--- config.mk ---
export PLATFORM = sky130hd
export DESIGN_NAME = matmul_scheduler
export DESIGN_NICKNAME = d
export VERILOG_FILES = /design/src/sched_state_pkg.sv /design/src/sched_tile_pkg.sv /design/src/x_tile_iter.sv /design/src/w_tile_iter.sv /design/src/z_drain_ctrl.sv /design/src/sched_sequencer.sv /design/src/matmul_scheduler.sv
export VERILOG_INCLUDE_DIRS = /design/src
export SDC_FILE = /design/constraint.sdc
export NUM_CORES = 1
export LEC_CHECK = 0
export ABC_AREA = 1
export ABC_CLOCK_PERIOD_IN_PS = 5200
export BUFFER_PORTS_ARGS = -buffer_cell sky130_fd_sc_hd__buf_4
export CORE_ASPECT_RATIO = 0.9
export CORE_UTILIZATION = 49
export CTS_CLUSTER_DIAMETER = 120
export DETAILED_ROUTE_END_ITERATION = 10
export GPL_ROUTABILITY_DRIVEN = 1
export PLACE_DENSITY = 0.8
export SLEW_MARGIN = 10
export SYNTH_ARGS = -nofsm -noshare
export SYNTH_HDL_FRONTEND = slang
export SYNTH_HIERARCHICAL = 1
export SYNTH_SLANG_ARGS = --single-unit
export TNS_END_PERCENT = 50
--- constraint.sdc ---
create_clock -name clk_i -period 5.2 [get_ports clk_i]
set_input_delay 1.04 -clock clk_i [delete_from_list [all_inputs] [get_ports clk_i]]
set_output_delay 1.04 -clock clk_i [all_outputs]
set_load 0.05 [all_outputs]
--- src/sched_defines.svh ---
// Array geometry and counter width constants for the matrix-multiply scheduler
`ifndef SCHED_DEFINES_SVH
`define SCHED_DEFINES_SVH

// Systolic array rows and columns
`define SCHED_ARRAY_H 4
`define SCHED_ARRAY_W 4

// Accumulation slots per row, which is also the full Z tile height
`define SCHED_DEPTH 8

// Pipeline registers in each processing element
`define SCHED_PIPE_REGS 2

// Width of one iteration count field, two of them share a 32-bit word
`define SCHED_ITER_W 16

// Width of a tile extent
`define SCHED_SIZE_W 8

// Counter that walks one load period of LOAD_W plus the WAIT cycles
`define SCHED_WAIT_W 2

`endif

--- src/sched_state_pkg.sv ---
// Sequencer state encoding shared by the scheduler FSM and its testbench
package sched_state_pkg;

  // PRELOAD fills the X buffer (and Y when used) before any W row goes in
  typedef enum logic [1:0] {
    IDLE,
    PRELOAD,
    LOAD_W,
    WAIT
  } sched_state_e;

endpackage

--- src/sched_tile_pkg.sv ---
// Tile extent helpers shared by the X, W and Z tile logic
`include "sched_defines.svh"

package sched_tile_pkg;

  // True when idx is the final tile of a run of count tiles
  function automatic logic is_last(
    input logic [`SCHED_ITER_W-1:0] idx,
    input logic [`SCHED_ITER_W-1:0] count
  );
    return idx == count - 1'b1;
  endfunction

  // Final tile shrinks to the leftover size, a zero leftover means the tile is full
  function automatic logic [`SCHED_SIZE_W-1:0] tile_extent(
    input logic [`SCHED_ITER_W-1:0] idx,
    input logic [`SCHED_ITER_W-1:0] count,
    input logic [`SCHED_SIZE_W-1:0] leftover,
    input logic [`SCHED_SIZE_W-1:0] full
  );
    if (is_last(idx, count) && leftover != '0) begin
      return leftover;
    end
    return full;
  endfunction

endpackage

--- src/x_tile_iter.sv ---
// X operand tile iterator with reload request, refill tracking and done detection
`timescale 1ns/1ps
`include "sched_defines.svh"

module x_tile_iter
  import sched_tile_pkg::*;
(
  input  logic                      clk_i,
  input  logic                      rst_ni,
  input  logic                      clear_i,
  input  logic                      start_i,
  input  logic                      x_valid_i,
  input  logic                      x_empty_i,
  input  logic                      x_full_i,
  input  logic [31:0]               x_iters_i,
  input  logic [31:0]               w_iters_i,
  input  logic [31:0]               leftovers_i,
  output logic                      x_load_o,
  output logic [`SCHED_SIZE_W-1:0]  x_height_o,
  output logic [`SCHED_SIZE_W-1:0]  x_width_o,
  output logic                      x_done_o,
  output logic                      x_refill_o
);

  logic [`SCHED_ITER_W-1:0] cols_q, wpass_q, rows_q;
  logic                     cols_last, wpass_last, rows_last;
  logic                     cols_en, wpass_en, rows_en, done_en;
  logic                     done_q, reload_q, refill_q;

  assign cols_last  = is_last(cols_q, x_iters_i[15:0]);
  assign wpass_last = is_last(wpass_q, w_iters_i[15:0]);
  assign rows_last  = is_last(rows_q, x_iters_i[31:16]);

  // The empty flag is a one-cycle pulse per consumed tile
  assign cols_en  = x_empty_i && ~done_q;
  assign wpass_en = cols_en && cols_last;
  assign rows_en  = wpass_en && wpass_last;
  assign done_en  = x_load_o && cols_last && wpass_last && rows_last;

  always_ff @(posedge clk_i or negedge rst_ni) begin
    if (!rst_ni) begin
      cols_q  <= '0;
      wpass_q <= '0;
      rows_q  <= '0;
    end else if (clear_i || start_i) begin
      cols_q  <= '0;
      wpass_q <= '0;
      rows_q  <= '0;
    end else begin
      if (cols_en) begin
        cols_q <= cols_last ? '0 : cols_q + 1'b1;
      end
      if (wpass_en) begin
        wpass_q <= wpass_last ? '0 : wpass_q + 1'b1;
      end
      if (rows_en) begin
        rows_q <= rows_last ? '0 : rows_q + 1'b1;
      end
    end
  end

  // The buffer drops x_full_i together with its x_empty_i pulse
  always_ff @(posedge clk_i or negedge rst_ni) begin
    if (!rst_ni) begin
      done_q   <= 1'b0;
      reload_q <= 1'b0;
      refill_q <= 1'b0;
    end else if (clear_i) begin
      done_q   <= 1'b0;
      reload_q <= 1'b0;
      refill_q <= 1'b0;
    end else if (start_i) begin
      done_q   <= 1'b0;
      reload_q <= 1'b1;
      refill_q <= 1'b0;
    end else begin
      if (done_en) begin
        done_q <= 1'b1;
      end
      if (cols_en) begin
        reload_q <= 1'b1;
        refill_q <= 1'b1;
      end else if (x_full_i) begin
        reload_q <= 1'b0;
        refill_q <= 1'b0;
      end
    end
  end

  assign x_load_o   = reload_q && ~x_full_i && x_valid_i;
  assign x_done_o   = done_q;
  assign x_refill_o = refill_q;

  assign x_height_o = tile_extent(rows_q, x_iters_i[31:16], leftovers_i[31:24],
                                  `SCHED_SIZE_W'(`SCHED_ARRAY_W));
  assign x_width_o  = tile_extent(cols_q, x_iters_i[15:0], leftovers_i[23:16],
                                  `SCHED_SIZE_W'(`SCHED_DEPTH));

endmodule

--- src/w_tile_iter.sv ---
// W operand tile iterator issuing one W row per unstalled LOAD_W cycle
`timescale 1ns/1ps
`include "sched_defines.svh"

module w_tile_iter
  import sched_state_pkg::*;
  import sched_tile_pkg::*;
(
  input  logic                      clk_i,
  input  logic                      rst_ni,
  input  logic                      clear_i,
  input  sched_state_e              state_i,
  input  logic                      stall_i,
  input  logic                      w_valid_i,
  input  logic [31:0]               x_iters_i,
  input  logic [31:0]               w_iters_i,
  input  logic [31:0]               leftovers_i,
  output logic                      w_load_o,
  output logic [`SCHED_SIZE_W-1:0]  w_height_o,
  output logic [`SCHED_SIZE_W-1:0]  w_width_o,
  output logic                      w_done_o,
  output logic                      w_col_step_o
);

  logic [`SCHED_ITER_W-1:0] rows_q, cols_q, mat_q;
  logic                     rows_last, cols_last;
  logic                     mat_en, done_en;
  logic                     done_q;

  assign rows_last = is_last(rows_q, w_iters_i[31:16]);
  assign cols_last = is_last(cols_q, w_iters_i[15:0]);

  assign w_load_o     = (state_i == LOAD_W) && ~stall_i && ~done_q && w_valid_i;
  assign w_col_step_o = w_load_o && rows_last;
  assign mat_en       = w_col_step_o && cols_last;

  // The whole W matrix is streamed once per X row tile
  assign done_en = mat_en && is_last(mat_q, x_iters_i[31:16]);

  // Counters restart whenever the sequencer is idle
  always_ff @(posedge clk_i or negedge rst_ni) begin
    if (!rst_ni) begin
      rows_q <= '0;
      cols_q <= '0;
      mat_q  <= '0;
      done_q <= 1'b0;
    end else if (clear_i || state_i == IDLE) begin
      rows_q <= '0;
      cols_q <= '0;
      mat_q  <= '0;
      done_q <= 1'b0;
    end else if (w_load_o) begin
      rows_q <= rows_last ? '0 : rows_q + 1'b1;
      if (w_col_step_o) begin
        cols_q <= cols_last ? '0 : cols_q + 1'b1;
      end
      if (mat_en) begin
        mat_q <= mat_q + 1'b1;
      end
      if (done_en) begin
        done_q <= 1'b1;
      end
    end
  end

  assign w_done_o = done_q;

  assign w_height_o = tile_extent(rows_q, w_iters_i[31:16], leftovers_i[15:8],
                                  `SCHED_SIZE_W'(`SCHED_ARRAY_H));
  assign w_width_o  = tile_extent(cols_q, w_iters_i[15:0], leftovers_i[7:0],
                                  `SCHED_SIZE_W'(`SCHED_DEPTH));

endmodule

--- src/z_drain_ctrl.sv ---
// Y push and Z drain control, timed from the end of each W column pass
`timescale 1ns/1ps
`include "sched_defines.svh"

module z_drain_ctrl
  import sched_tile_pkg::*;
(
  input  logic                      clk_i,
  input  logic                      rst_ni,
  input  logic                      clear_i,
  input  logic                      stall_i,
  input  logic                      start_comp_i,
  input  logic                      w_col_step_i,
  input  logic                      reg_enable_i,
  input  logic                      z_empty_i,
  input  logic [31:0]               w_iters_i,
  input  logic [31:0]               leftovers_i,
  output logic                      y_push_o,
  output logic                      z_fill_o,
  output logic [`SCHED_SIZE_W-1:0]  z_height_o,
  output logic [`SCHED_SIZE_W-1:0]  z_width_o,
  output logic                      z_check_o,
  output logic                      z_avail_clr_o
);

  logic [`SCHED_ITER_W-1:0] y_cols_q, y_rows_q;
  logic [`SCHED_WAIT_W-1:0] wait_q;
  logic [`SCHED_SIZE_W-1:0] avail_q, push_q, y_height, y_width;
  logic                     wait_en, avail_en, push_en;
  logic                     y_cols_last, wait_clr, avail_clr, push_set, push_clr;

  assign y_cols_last = is_last(y_cols_q, w_iters_i[15:0]);
  assign y_height = tile_extent(y_cols_q, w_iters_i[15:0], leftovers_i[7:0],
                                `SCHED_SIZE_W'(`SCHED_DEPTH));
  assign y_width  = tile_extent(y_rows_q, w_iters_i[31:16], leftovers_i[15:8],
                                `SCHED_SIZE_W'(`SCHED_ARRAY_W));

  assign z_check_o = wait_q == `SCHED_WAIT_W'(`SCHED_PIPE_REGS);
  assign wait_clr  = wait_en && ~stall_i && z_check_o;
  assign avail_clr = avail_en && ~stall_i && avail_q == z_height_o - 1'b1;
  assign push_clr  = push_en && ~stall_i && push_q == y_height - 1'b1;
  // Y rows enter one cycle ahead of the first Z row leaving the array
  assign push_set  = wait_en && ~stall_i && wait_q == `SCHED_WAIT_W'(`SCHED_PIPE_REGS - 1);

  always_ff @(posedge clk_i or negedge rst_ni) begin
    if (!rst_ni) begin
      {wait_en, avail_en, push_en} <= '0;
      wait_q   <= '0;
      avail_q  <= '0;
      push_q   <= '0;
      y_cols_q <= '0;
      y_rows_q <= '0;
    end else if (clear_i) begin
      {wait_en, avail_en, push_en} <= '0;
      wait_q   <= '0;
      avail_q  <= '0;
      push_q   <= '0;
      y_cols_q <= '0;
      y_rows_q <= '0;
    end else begin
      if (w_col_step_i) wait_en <= 1'b1;
      else if (wait_clr) wait_en <= 1'b0;
      if (wait_en && ~stall_i) wait_q <= z_check_o ? '0 : wait_q + 1'b1;
      // A new pass restarts the count so the last pass always drains last
      if (wait_clr) avail_en <= 1'b1;
      else if (avail_clr) avail_en <= 1'b0;
      if (wait_clr) avail_q <= '0;
      else if (avail_en && ~stall_i) avail_q <= avail_clr ? '0 : avail_q + 1'b1;
      if (push_set || start_comp_i) push_en <= 1'b1;
      else if (push_clr) push_en <= 1'b0;
      if (push_en && ~stall_i) push_q <= push_clr ? '0 : push_q + 1'b1;
      if (z_empty_i) begin
        y_cols_q <= y_cols_last ? '0 : y_cols_q + 1'b1;
        if (y_cols_last) y_rows_q <= is_last(y_rows_q, w_iters_i[31:16]) ? '0 : y_rows_q + 1'b1;
      end
    end
  end

  // Z tile size is taken when the buffer frees up or the first pass starts
  always_ff @(posedge clk_i or negedge rst_ni) begin
    if (!rst_ni) begin
      z_height_o <= '0;
      z_width_o  <= '0;
    end else if (clear_i) begin
      z_height_o <= '0;
      z_width_o  <= '0;
    end else if (z_empty_i || start_comp_i) begin
      z_height_o <= y_height;
      z_width_o  <= y_width;
    end
  end

  assign y_push_o      = push_en && ~stall_i;
  assign z_fill_o      = avail_en && reg_enable_i;
  // Only a drain with no wait in flight counts as the end of the Z tile stream
  assign z_avail_clr_o = avail_clr && ~wait_en;

endmodule

--- src/sched_sequencer.sv ---
// Scheduler FSM with the stall checks and the array register enable
`timescale 1ns/1ps
`include "sched_defines.svh"

module sched_sequencer
  import sched_state_pkg::*;
(
  input  logic          clk_i,
  input  logic          rst_ni,
  input  logic          clear_i,
  input  logic          start_i,
  input  logic          use_y_i,
  input  logic          x_full_i,
  input  logic          z_loaded_i,
  input  logic          w_valid_i,
  input  logic          x_done_i,
  input  logic          x_refill_i,
  input  logic          w_done_i,
  input  logic          z_check_i,
  input  logic          z_avail_clr_i,
  output sched_state_e  state_o,
  output logic          stall_o,
  output logic          computing_o,
  output logic          start_comp_o,
  output logic          reg_enable_o
);

  sched_state_e             state_q, state_d;
  logic [`SCHED_WAIT_W-1:0] wait_cnt_q;
  logic                     wait_end, job_end, preload_ok;
  logic                     w_missing, y_missing, x_missing;
  logic                     first_load_q, computing_q, drained_q;

  assign wait_end = wait_cnt_q == `SCHED_WAIT_W'(`SCHED_PIPE_REGS);

  // W and Y are checked while loading, the X refill one cycle early in WAIT
  assign w_missing = ~w_valid_i && ~w_done_i;
  assign y_missing = use_y_i && z_check_i && ~z_loaded_i && ~w_done_i;
  assign x_missing = x_refill_i && ~x_full_i && ~x_done_i;
  assign stall_o   = (state_q == LOAD_W && (w_missing || y_missing)) ||
                     (state_q == WAIT && x_missing);

  assign preload_ok = x_full_i && (z_loaded_i || ~use_y_i);
  assign job_end    = state_q == LOAD_W && w_done_i && (z_avail_clr_i || drained_q);

  always_comb begin
    state_d = state_q;
    case (state_q)
      IDLE:    if (start_i) state_d = PRELOAD;
      PRELOAD: if (preload_ok) state_d = LOAD_W;
      LOAD_W: begin
        if (job_end) begin
          state_d = IDLE;
        end else if (~stall_o) begin
          state_d = WAIT;
        end
      end
      WAIT:    if (wait_end && ~stall_o) state_d = LOAD_W;
      default: state_d = IDLE;
    endcase
  end

  always_ff @(posedge clk_i or negedge rst_ni) begin
    if (!rst_ni) begin
      state_q      <= IDLE;
      wait_cnt_q   <= '0;
      first_load_q <= 1'b1;
      computing_q  <= 1'b0;
      drained_q    <= 1'b0;
      reg_enable_o <= 1'b0;
    end else if (clear_i) begin
      state_q      <= IDLE;
      wait_cnt_q   <= '0;
      first_load_q <= 1'b1;
      computing_q  <= 1'b0;
      drained_q    <= 1'b0;
      reg_enable_o <= 1'b0;
    end else begin
      state_q      <= state_d;
      reg_enable_o <= computing_q && ~stall_o;
      if (state_q == IDLE) begin
        wait_cnt_q   <= '0;
        first_load_q <= 1'b1;
        drained_q    <= 1'b0;
      end else if (state_q != PRELOAD && ~stall_o) begin
        wait_cnt_q <= wait_end ? '0 : wait_cnt_q + 1'b1;
      end
      if (state_q == LOAD_W && ~stall_o) first_load_q <= 1'b0;
      // The last Z drain may finish in WAIT, so it is held until the next LOAD_W
      if (w_done_i && z_avail_clr_i) drained_q <= 1'b1;
      if (state_q == PRELOAD && state_d == LOAD_W) computing_q <= 1'b1;
      else if (job_end) computing_q <= 1'b0;
    end
  end

  assign state_o      = state_q;
  assign computing_o  = computing_q;
  assign start_comp_o = first_load_q && state_d == LOAD_W && ~stall_o;

endmodule

--- src/matmul_scheduler.sv ---
// Matrix-multiply scheduler top joining the tile iterators, Z drain and FSM
`timescale 1ns/1ps
`include "sched_defines.svh"

module matmul_scheduler
  import sched_state_pkg::*;
(
  input  logic                      clk_i,
  input  logic                      rst_ni,
  input  logic                      clear_i,
  input  logic                      start_i,
  input  logic                      use_y_i,
  input  logic [31:0]               x_iters_i,
  input  logic [31:0]               w_iters_i,
  input  logic [31:0]               leftovers_i,
  input  logic                      x_valid_i,
  input  logic                      w_valid_i,
  input  logic                      x_empty_i,
  input  logic                      x_full_i,
  input  logic                      z_empty_i,
  input  logic                      z_loaded_i,
  output logic                      x_load_o,
  output logic [`SCHED_SIZE_W-1:0]  x_height_o,
  output logic [`SCHED_SIZE_W-1:0]  x_width_o,
  output logic                      w_load_o,
  output logic [`SCHED_SIZE_W-1:0]  w_height_o,
  output logic [`SCHED_SIZE_W-1:0]  w_width_o,
  output logic                      y_push_o,
  output logic                      z_fill_o,
  output logic [`SCHED_SIZE_W-1:0]  z_height_o,
  output logic [`SCHED_SIZE_W-1:0]  z_width_o,
  output logic                      reg_enable_o,
  output logic                      busy_o
);

  sched_state_e state;
  logic         stall, computing, start_comp;
  logic         x_done, x_refill, w_done, w_col_step, z_check, z_avail_clr;

  // Busy spans the preload and every cycle of the computation
  assign busy_o = computing || state == PRELOAD;

  sched_sequencer u_sequencer (
    .clk_i, .rst_ni, .clear_i, .start_i, .use_y_i, .x_full_i, .z_loaded_i, .w_valid_i,
    .x_done_i(x_done), .x_refill_i(x_refill), .w_done_i(w_done), .z_check_i(z_check),
    .z_avail_clr_i(z_avail_clr), .state_o(state), .stall_o(stall),
    .computing_o(computing), .start_comp_o(start_comp), .reg_enable_o
  );

  x_tile_iter u_x_iter (
    .clk_i, .rst_ni, .clear_i, .start_i, .x_valid_i, .x_empty_i, .x_full_i,
    .x_iters_i, .w_iters_i, .leftovers_i, .x_load_o, .x_height_o, .x_width_o,
    .x_done_o(x_done), .x_refill_o(x_refill)
  );

  w_tile_iter u_w_iter (
    .clk_i, .rst_ni, .clear_i, .state_i(state), .stall_i(stall), .w_valid_i,
    .x_iters_i, .w_iters_i, .leftovers_i, .w_load_o, .w_height_o, .w_width_o,
    .w_done_o(w_done), .w_col_step_o(w_col_step)
  );

  z_drain_ctrl u_z_drain (
    .clk_i, .rst_ni, .clear_i, .stall_i(stall), .start_comp_i(start_comp),
    .w_col_step_i(w_col_step), .reg_enable_i(reg_enable_o), .z_empty_i, .w_iters_i,
    .leftovers_i, .y_push_o, .z_fill_o, .z_height_o, .z_width_o,
    .z_check_o(z_check), .z_avail_clr_o(z_avail_clr)
  );

endmodule

# ---- Yosys cells after proc, flatten, opt, wreduce, memory -nomap -nowiden
# Index checks and enable logic that the tools add are counted.
dict set report op_classes {
  add_sub_neg 18
  n_eq_ne 18
  n_mux 100
  bitwise_logic 8
  reduce_logical 87
}
# op count
set op_table {}
lappend op_table {{$mux W16} 26}
lappend op_table {{$mux W8} 23}
lappend op_table {{$add A16 B1 Y16 const B} 8}
lappend op_table {{$eq A16 B16 Y1} 8}
lappend op_table {{$sub A16 B1 Y16 const B} 4}
lappend op_table {{$logic_and A1 B1 Y1} 47}
lappend op_table {{$mux W1} 37}
lappend op_table {{$reduce_bool A8 Y1} 4}
lappend op_table {{$reduce_bool A3 Y1} 9}
lappend op_table {{$mux W2} 13}
lappend op_table {{$reduce_bool A2 Y1} 12}
lappend op_table {{$add A8 B1 Y8 const B} 2}
lappend op_table {{$eq A8 B8 Y1} 2}
lappend op_table {{$sub A8 B1 Y8 const B} 2}
lappend op_table {{$eq A2 B2 Y1 const B} 5}
lappend op_table {{$logic_or A1 B1 Y1} 9}
lappend op_table {{$not A1 Y1} 8}
lappend op_table {{$pmux W2 S4} 1}
lappend op_table {{$reduce_and A2 Y1} 4}
lappend op_table {{$add A2 B1 Y2 const B} 2}
lappend op_table {{$eq A2 B1 Y1 const B} 2}
lappend op_table {{$reduce_bool A4 Y1} 1}
lappend op_table {{$logic_not A2 Y1} 1}
lappend op_table {{$ne A2 B1 Y1 const B} 1}
dict set report totals {
  regBits 177
  in_bits 107
  out_inout_bits 54
  elab_cells 257
}

# ---- Depth between registers and ports, before layout
# Gate-level depths: netlist of run 1.
dict set report logic_depth {
  depth_word 21
  ltp_mapped 26
  depth_no_buf 26
}

# ---- By module
# The synthesis of run 1 kept the hierarchy.
# mod instances cells_each area_per_inst_um2 seq_area_each_um2
set modules_own_cells {}
lappend modules_own_cells {x_tile_iter 1 980 5928.2 1276.2}
lappend modules_own_cells {w_tile_iter 1 881 5436.5 1226.2}
lappend modules_own_cells {z_drain_ctrl 1 797 5421.4 1726.7}
lappend modules_own_cells {sched_sequencer 1 67 493.0 201.4}
lappend modules_own_cells {matmul_scheduler 1 4 15.0 0.0}

# ---- Worst setup path before layout of run 1
# No wires, ideal clock.
dict set report synth_timing {
  kind {input port to output port}
  from {in x_iters_i[16]}
  to {out x_height_o[1]}
  t_arrival_ps 3295
  required_time_ps 4160
  path_slack_ps 865
  stages 13
  path_buffers 0
  path_cell_list {inv_1 > ha_1 > inv_1 > nand2_1 > nand2_1 > xor2_1 > nor2_1 > o21ai_0 > a21oi_1 > nand3_1 > nor2_1 > nand2_1 > nor3b_1}
}
dict set report synth_via {
  elab_chain_len 5
}
# element line
set synth_lines {}
lappend synth_lines {{from (decl)} matmul_scheduler.sv:13} ;# input logic [31:0] x_iters_i,
lappend synth_lines {{$sub A16 B1 Y16} sched_tile_pkg.sv:11} ;# return idx == count - 1'b1;
lappend synth_lines {{$eq A16 B16 Y1} sched_tile_pkg.sv:11}
lappend synth_lines {{$logic_and A1 B1 Y1} sched_tile_pkg.sv:21} ;# if (is_last(idx, count) && leftover != '0) begin
lappend synth_lines {{$mux W1} sched_tile_pkg.sv:21}
lappend synth_lines {{$mux W8} sched_tile_pkg.sv:24} ;# return full;
lappend synth_lines {{to (decl)} matmul_scheduler.sv:23} ;# output logic [`SCHED_SIZE_W-1:0] x_height_o,
# Every way passes these cells.

# ---- Worst setup path after layout of run 1
dict set report layout_timing {
  from {in w_iters_i[16]}
  to {out w_height_o[2]}
}
dict set report layout_via {
  elab_chain_len 5
}
# element line
set layout_lines {}
lappend layout_lines {{from (decl)} matmul_scheduler.sv:14} ;# input logic [31:0] w_iters_i,
lappend layout_lines {{$sub A16 B1 Y16} sched_tile_pkg.sv:11}
lappend layout_lines {{$eq A16 B16 Y1} sched_tile_pkg.sv:11}
lappend layout_lines {{$logic_and A1 B1 Y1} sched_tile_pkg.sv:21}
lappend layout_lines {{$mux W1} sched_tile_pkg.sv:21}
lappend layout_lines {{$mux W8} sched_tile_pkg.sv:24}
lappend layout_lines {{to (decl)} matmul_scheduler.sv:26} ;# output logic [`SCHED_SIZE_W-1:0] w_height_o,
# Every way passes these cells.

==> results of run 1 <==
==> worst paths after layout <==
check                                                       end                            startpoint
max reg2reg                  u_z_drain/z_width_o[2]$_DFFE_PN0P_       u_z_drain/wait_q[1]$_DFFE_PN0P_
min                        u_sequencer/first_load_q$_DFFE_PN1P_  u_sequencer/first_load_q$_DFFE_PN1P_
min in group asynchronous    u_z_drain/y_rows_q[13]$_DFFE_PN0P_                                rst_ni
max                                               w_height_o[2]                         w_iters_i[16]
min reg2reg                u_sequencer/first_load_q$_DFFE_PN1P_  u_sequencer/first_load_q$_DFFE_PN1P_
max in group asynchronous      u_x_iter/wpass_q[15]$_DFFE_PN0P_                                rst_ni
==> power breakdown <==
group / internal, µW / leakage (µW) / total, µW / switching (µW)
Sequential: 1400 / 0.00245 / 1420 / 24.9
Combinational: 224 / 0.00698 / 674 / 450
Clock: 650 / 0.000290 / 1320 / 669
Total: 2270 / 0.00973 / 3420 / 1140
==> critical path: stages <==
cell and delay [ps]:
buf_4 140, inv_1 140, ha_1 230, nand2_2 120, o21ai_0 230, nand2_1 80, nor3b_1 240, nand2_1 100
nor2_1 230, o311ai_1 290, or2_2 360, buf_4 190
==> cells by family (layout without fill, tap and decap cells) <==
| kind of cell | Yosys count | count (layout) |
|---|---|---|
| buffers and inverters | 448 | 607 |
| and+or+nand+nor | 1704 | 1704 |
| adders and majority gates | 20 | 20 |
| AOI/OAI and AO/OA | 175 | 175 |
| DFF | 177 | 177 |
| xor gates and xnor gates | 205 | 205 |
==> routing by layer <==
layer / wire length, µm / GRT usage (%) / up-vias / share of wire [%]
li1: - / - / 8986 / -
met1: 21600 / 36.9 / 8346 / 45
met2: 22200 / 43.2 / 641 / 46
met3: 3160 / 3.43 / 68 / 6.6
met4: 957 / 8.12 / 2 / 2.0
met5: 13 / 0 / - / 0.027
==> area by class of cell <==
| cell class | count | share of cell area (%) |
|---|---|---|
| multi-input combinational | 2104 | 57.0 |
| inverter | 410 | 7.90 |
| tap | 462 | 2.96 |
| clock buffer | 18 | 2.20 |
| sequential | 177 | 22.7 |
| clock inverter | 14 | 0.846 |
| timing repair buffer | 165 | 6.43 |
==> state kept, by name, summed over array words and instances (netlist names), 8 cells and up <==
register              flops
u_w_iter/rows_q          16
u_x_iter/wpass_q         16
u_z_drain/z_width_o       8
u_z_drain/z_height_o      8
u_z_drain/y_cols_q       16
u_x_iter/rows_q          16
u_w_iter/mat_q           16
u_z_drain/push_q          8
u_z_drain/y_rows_q       16
u_z_drain/avail_q         8
u_x_iter/cols_q          16
u_w_iter/cols_q          16
==> stage by stage <==
stage / power (µW) / area (µm²)
global route: 3580 / 19500
CTS: 3430 / 19500
finish: 3420 / 19500
floorplan: 1860 / 17300
global placement: 2090 / 18900
detailed placement: 2110 / 18900
==> cells in the final DEF (no fill, tap or decap), types with 36 or more instances in the layout <==
master / count
nor2_2: 36
nand3_1: 300
inv_1: 389
xnor2_1: 55
xor2_1: 147
dfrtp_1: 176
nor2_1: 366
nand2_1: 699
buf_4: 163
nor3_1: 49
o21ai_0: 76
a21oi_1: 39
nand4_1: 70
==> impl_results.md, run 1 <==
- Ys Warns: 6
- Die W: 200 µm
- Detailed placer's ending HPWL: 37,200 µm
- Post-CTS sizing: 0
- # fillers: 3,236
- Post-synth EDFFs: 0
- Synth-to-layout area growth: 12.8%
- Maxcap violations: 0
- Fin Clk Skew: 14.6 ps
- H-tree level count: 4
- Worst Hold Class: reg -> reg
- Final Hold Slack: 486 ps
- Final WS setup: 753 ps
- Peak supply drop: 0.240 mV
- Critical Path Sink Type: primary output
- Pleak: 0.00973 µW
- Worst-Margin Slew: 918 ps
- Synth top area share: 25.5%
- Area occupied by registers: 4430 µm²
- Routed length per instance: 14.3 µm
- DR pass1 iterations: 7
- CTS Buf Count: 17
- Core Region: 34,400 µm²
- Cells on worst reg2reg path: 25
- Buffers on Ports: 160
- RSZ-0062 raised after global routing: false
- Syn_area_per_cell: 6.34 µm²
- Post-synthesis adder-cell area fraction: 1.45%
- Dpl cells: 3,318
- Outcome: complete, no violations
- Ratio of cells with drive above 1 in the final layout: 12.8%
- Via density: 5.39
- Non-Filler Instances: 3,350
- Max clock buf depth: 2
- Multi-input logic area: 11,100 µm²
- Crit start category: input pin
- Synth Instances: 2,729
- WL final: 47,900 µm
- Worst Path Arrival: 3410 ps
- Post-synth top flop: dfrtp_1
- Vias in the first global route: 16,584
- I/O pins: 161
- Initial Utilization: 50.3%
- Xor/xnor share of the synthesized area: 10.6%
- CP required: 4160 ps
- Ys async rst share: 100%
- Final core occ: 56.8%
- First-pass GRT wire length: 79,000 µm
- Mux cell area share after synthesis: 0%
- Final setup viols: 0
- Synth Area in Compound Gates: 5.79%
- Post-CTS Setup Bufs: 0
- Pwr Density: 175 nW/µm²
- Setup_tns: 0 ps
- Simple-Gate Fraction of Synth Area: 46.4%
- Clk sink count: 177
- Most frequent cell after synthesis: nand2_1
- Final period utilization: 85.5%
- TritonCTS clock tree: built
- Antenna diodes: 0
- Sequential-to-total area share from yosys stat: 25.6%
- Vias: 18,043
- DRC errors left: 0
- Largest net degree at the start of global routing: 98
- Synth area leaders: dfrtp_1 25%, nand2_1 15%, nand3_1 8.7%
- GP Congestion: 0.948
- Slew HR: 38.8%
- Max Slew Vio Count: 0
- Hold Violations, Final: 0
- Setup Crit Path Kind: in -> out
- #FFs+latches synth: 177
- Main combinational cell family by area after synthesis: simple AND/OR/NAND/NOR gates
- Flop-to-flop setup slack: 1040 ps
- Remaining antenna violation count: 0
- Most common library cells after synthesis: 699 x nand2_1, 389 x inv_1, 368 x nor2_1
- GRT overflow: 0
- Die area: 36,100 µm²
- Hold Path Stages: 2
- Final min period: 4450 ps
- Row count: 64
- Initial antenna violation count: 1
- Hold Buf Count CTS: 0
- CP Max Fanout: 7
- Chip height: 180 µm
- Clock Tree Root: clkbuf_16
- Synth area leader: dfrtp_1
- Total track usage: 26.7%
- Unique masters post-synth: 64
- Synth Cell Area: 17,300 µm²
- Placement-stage worst setup slack: 479 ps
- Syn Nets: 2,856
- Clk_lat worst skew: 450 ps
- Final nets: 3,002
- Fmax: 225 MHz
- DR iter-0 viols: 1,511
- CTS clk-pin slew, worst paths: 80 ps
(Power assumes the default switching activity.)
==> inputs of run 2 (changes only) <==
- ABC_CLOCK_PERIOD_IN_PS: 5200 -> 4100
- CORE_UTILIZATION: 49 -> 40
- GPL_TIMING_DRIVEN: unset -> 1
- PLACE_DENSITY: 0.8 -> 0.69
- clock period: 5.2 -> 4.1 ns (I/O delays scaled with it)
==> impl_results.md, run 2 (synthesis gave the netlist of run 1 again) <==
- Largest net degree at the start of global routing: 65 (-34%)
- DRC errors left: 0 (unchanged)
- Max incr delay on CP: 320 ps (-40 ps)
- Flop-to-flop setup slack: 510 ps (-530 ps)
- Final min period: 3910 ps
- Detailed placer's ending HPWL: 39,100 µm (+5.2%)
- Worst Hold Class: in -> async
- Ratio of cells with drive above 1 in the final layout: 13.3% (+0.47 points)
- Dpl cells: 3,414 (+2.9%)
- Crit-path cells: buf_4 > inv_1 > ha_1 > nand2_2 > nor2_4 > xor2_1 > nand2_1 > nor2_1 > nand2_1 > nor2_2 > o311ai_2 > or2_2 > buf_4
- Routed length per instance: 14.5 µm (+1.2%)
- Setup_tns: 0 ps (unchanged)
- H-tree level count: 4 (unchanged)
- Peak supply drop: 0.171 mV (-29%)
- DR pass1 iterations: 5 (-2)
- Max Slew Vio Count: 0 (unchanged)
- Routed wl met3: 2930 µm (-7.4%)
- First-pass GRT wire length: 82,900 µm (+4.8%)
- Cell area after placement: 19,100 µm² (+1.0%)
- CTS clk-pin slew, worst paths: 70 ps (about the same)
- Remaining antenna violation count: 0 (unchanged)
- Via density: 5.23 (-2.9%)
- Placement-stage worst setup slack: 136 ps (-344 ps)
- Worst-Margin Slew: 811 ps (-107 ps)
- Final WS setup: 193 ps (-560 ps)
- Initial Utilization: 41.0% (-9.4 points)
- R2r endpoint: u_z_drain/z_height_o[2]$_DFFE_PN0P_
- Slew HR: 45.9% (+7.1 points)
- Antenna diodes: 0 (unchanged)
- Max clock buf depth: 2 (unchanged)
- CP bufs+invs: 3 (unchanged)
- Total track usage: 22.8% (-3.9 points)
- Design area: 19,800 µm² (+1.4%)
- Vias in the first global route: 17,068 (+2.9%)
- Critical-path top delay cell: or2_2
- Hold Violations, Final: 0 (unchanged)
- RR Startpoint: u_sequencer/state_o[0]$_DFF_PN0_
- Chip height: 199 µm (+11%)
- Total Power: 4520 µW (+32%)
- GP Congestion: 0.943 (-0.46%)
- Wl on met1: 23,000 µm (+6.7%)
- Clk sink count: 177 (unchanged)
- CTS Buf Count: 17 (unchanged)
- Vias: 18,017 (-0.14%)
- Worst setup path start: w_iters_i[16]
- Critical Path Stages: 13 (+1)
- TritonCTS clock tree: built
- Critical Path Sink Type: primary output
- Clk_lat worst skew: 450 ps (about the same)
- Final setup viols: 0 (unchanged)
- Maxcap violations: 0 (unchanged)
- CP required: 3280 ps (-880 ps)
- Crit start category: input pin
- Fin Clk Skew: 9.11 ps (-5.49 ps)
- I/O pins: 161 (unchanged)
- DR iter-0 viols: 1,475 (-2.4%)
- WL final: 49,800 µm (+4.1%)
- Pleak: 0.00980 µW (+0.73%)
- Final nets: 3,013 (+0.37%)
- Row count: 71 (+11%)
- Outcome: complete, no violations
- Setup Crit Path Kind: in -> out
- CP Max Fanout: 5 (-2)
- Fmax: 256 MHz
- RSZ-0062 raised after global routing: false
- GRT overflow: 0 (unchanged)
- Clock Tree Root: clkbuf_16
- Die area: 44,100 µm² (+22%)
- Synth-to-layout area growth: 14.4%
- Cell family with most CP delay: simple AND/OR/NAND/NOR gates
- Commonest non-fill, non-tap cell in the layout: nand2_1
- Core Region: 42,200 µm² (+23%)
- Die W: 221 µm (+11%)
- Cells on worst reg2reg path: 24 (-4.0%)
- Most frequent cells in the layout: 699 x nand2_1, 389 x inv_1, 365 x nor2_1, 300 x nand3_1, 176 x dfrtp_1
- Buffers on Ports: 160 (unchanged)
- Pwr Density: 228 nW/µm² (+30%)
- Non-Filler Instances: 3,446 (+2.9%)
- Final period utilization: 95.3%
- Max layer used: met4
- Detail Route met2 WL: 23,200 µm (+4.6%)
- Initial antenna violation count: 0 (-1)
- Worst Path Arrival: 3090 ps (-320 ps)
run 2: area by class of cell:
cell class	count	area, µm²
Clock buffer	19	453
Clock inverter	13	206
Fill cell	4319	22400
Inverter	410	1540
Multi-Input combinational cell	2104	11100
Sequential cell	177	4430
Tap cell	547	684
Timing Repair Buffer	176	1340
run 2: routing by layer:
metal / vias up / track usage [%]
met4: 0 / 6.06
met1: 8420 / 30.5
met3: 52 / 3.66
met5: - / 0
met2: 540 / 38.0
li1: 9005 / -
run 2: through the flow:
stage	hold slack [ps]	util [%]
floorplan	454	-
global placement	474	45.3
detailed placement	476	45.3
CTS	358	46.8
global route	374	46.9
finish	349	46.9
run 2: how the worst max path moves through the flow:
stage / endpoint
after floorplan: x_height_o[1]
after global placement: u_z_drain/z_width_o[3]$_DFFE_PN0P_
after detailed placement: u_z_drain/z_width_o[3]$_DFFE_PN0P_
after CTS: w_height_o[2]
after global routing: w_height_o[0]
final: w_height_o[2]
run 2: timing repair:
action | CTS | global route
hold endpoints to repair | 0 | 0
resized for setup | 0 | 3
hold buffers | 0 | 0
setup endpoints to repair | 0 | 10
buffers inserted | 0 | 0
run 2: where the power goes:
group          internal, µW  switching [µW]  leakage, µW
Sequential             1770            32.8      0.00245
Combinational           288             579      0.00704
Clock                  1110             731     0.000308
Total                  3180            1340      0.00980
==> inputs of run 3 (changes only) <==
- MAX_ROUTING_LAYER: unset -> met4
- REMOVE_ABC_BUFFERS: unset -> 1
==> impl_results.md, run 3 (synthesis gave the netlist of run 1 again) <==
- Outcome: complete, no violations
- WL final: 49,200 µm (-1.3%)
- Maxcap violations: 0 (unchanged)
- Final min period: 3820 ps (-89.7 ps)
- Ratio of cells with drive above 1 in the final layout: 13.4% (+0.16 points)
- I/O pins: 161 (unchanged)
- Max Slew Vio Count: 0 (unchanged)
- GRT overflow: 0 (unchanged)
- Max clock buf depth: 2 (unchanged)
- Final period utilization: 93.1% (-2.2 points)
- # fillers: 4,276 (-1.0%)
- Largest net degree at the start of global routing: 73 (+12%)
- Die area: 44,100 µm² (unchanged)
- Clk sink count: 177 (unchanged)
- Worst Path Arrival: 3000 ps (-90 ps)
- Remaining antenna violation count: 0 (unchanged)
- Pwr Density: 217 nW/µm² (-4.9%)
- Vias: 17,807 (-1.2%)
- TritonCTS clock tree: built
- First-pass GRT wire length: 81,400 µm (-1.8%)
- Pleak: 0.00979 µW (about the same)
- Commonest non-fill, non-tap cell in the layout: nand2_1
- Slew HR: 54.6% (+8.7 points)
- Routed length per instance: 14.3 µm (-1.4%)
- Worst-Margin Slew: 681 ps (-130 ps)
- Hold Violations, Final: 0 (unchanged)
- Chip height: 199 µm (unchanged)
- CP required: 3280 ps (about the same)
- Initial antenna violation count: 0 (unchanged)
- Final setup viols: 0 (unchanged)
- DRC errors left: 0 (unchanged)
- Clock Tree Root: clkbuf_16
- Via density: 5.16 (-1.2%)
- Core Region: 42,200 µm² (unchanged)
- Final WS setup: 283 ps (+89.7 ps)
- GP Congestion: 0.920 (-2.5%)
- CTS Buf Count: 17 (unchanged)
- Peak supply drop: 0.208 mV (+21%)
- Die W: 221 µm (unchanged)
- CP Max Fanout: 10 (+5)
- Placement-stage worst setup slack: -105 ps (-241 ps)
- Worst Hold Class: in -> async
- Hold Buf Count CTS: 0 (unchanged)
- Fin Clk Skew: 11.8 ps (+2.69 ps)
- DR pass1 iterations: 5 (unchanged)
- Initial Utilization: 41.0% (unchanged)
- Antenna diodes: 0 (unchanged)
- Final nets: 3,015 (+0.066%)
- DR iter-0 viols: 1,519 (+3.0%)
- Crit start category: input pin
- Fmax: 262 MHz (+2.3%)
- Clk_lat worst skew: 460 ps (about the same)
- Buffers on Ports: 160 (unchanged)
- Setup Crit Path Kind: in -> out
- CTS clk-pin slew, worst paths: 80 ps (about the same)
- Detailed placer's ending HPWL: 38,500 µm (-1.6%)
- Critical Path Sink Type: primary output
- Row count: 71 (unchanged)
- Total track usage: 23.0% (+0.27 points)
- Most frequent cells in the layout: 698 x nand2_1, 389 x inv_1, 363 x nor2_1, 299 x nand3_1
- Vias in the first global route: 16,551 (-3.0%)
- Synth-to-layout area growth: 14.1%
- H-tree level count: 4 (unchanged)
- Setup_tns: 0 ps (unchanged)
## run 3: area by class of cell
type	instances	area (µm²)	area share (%)
timing repair buffer	178	1360	6.87
clock inverter	14	131	0.666
tap	547	684	3.47
inverter	410	1540	7.81
sequential	177	4430	22.5
multi-input combinational	2104	11200	56.5
clock buffer	18	429	2.18
## run 3: where the power goes
group / total, µW / switching (µW) / internal (µW) / leakage [µW]
clock network: 1620 / 809 / 808 / 0.000280
logic: 860 / 571 / 289 / 0.00706
registers: 1810 / 34.1 / 1770 / 0.00245
## run 3: what timing repair did
item	in CTS	in global routing
buffers inserted	0	1
resized for setup	0	9
endpoints found under the setup margin	0	20
## run 3: final timing paths
check,cells past startpoint,from,slack (ps),to
worst max register to register,26,u_z_drain/wait_q[1]$_DFFE_PN0P_,310,u_z_drain/z_height_o[2]$_DFFE_PN0P_
worst min-delay path,1,rst_ni,370,u_x_iter/wpass_q[8]$_DFFE_PN0P_
worst max-delay path,14,w_iters_i[0],280,w_width_o[3]
min in group clk_i,2,u_sequencer/first_load_q$_DFFE_PN1P_,480,u_sequencer/first_load_q$_DFFE_PN1P_
worst min register to register,2,u_sequencer/first_load_q$_DFFE_PN1P_,480,u_sequencer/first_load_q$_DFFE_PN1P_
max in group asynchronous,2,rst_ni,2880,u_z_drain/z_height_o[3]$_DFFE_PN0P_
## run 3: through the flow
step / util (%) / power, µW / hold WS [ps] / instance area (µm²) / std cells
after floorplan: - / 2340 / 454 / 17100 / 2691
after detailed placement: 45.3 / 2690 / 474 / 19100 / 3415
after global placement: 45.3 / 2680 / 463 / 19100 / 3415
after CTS: 46.6 / 4320 / 413 / 19700 / 3447
after global routing: 46.7 / 4500 / 447 / 19700 / 3448
final: 46.7 / 4280 / 370 / 19700 / 3448
## run 3: routing by layer
| layer | vias up | wire length (µm) | track usage [%] |
|---|---|---|---|
| met5 | - | 0 | - |
| met4 | 0 | 522 | 5.54 |
| met3 | 34 | 2590 | 2.37 |
| met2 | 507 | 22700 | 36.9 |
| met1 | 8253 | 23300 | 31.3 |
| li1 | 9013 | - | - |
## run 3: critical path: stages
cell and delay [ps]:
buf_4 150, inv_1 130, ha_1 290, nand2_2 160, nor2_8 180, nand4_1 110, nand2_1 80, nand2_1 50
nor2_1 90, nand3_1 80, nor2_2 180, nand4_4 170, or2_2 320, buf_4 190
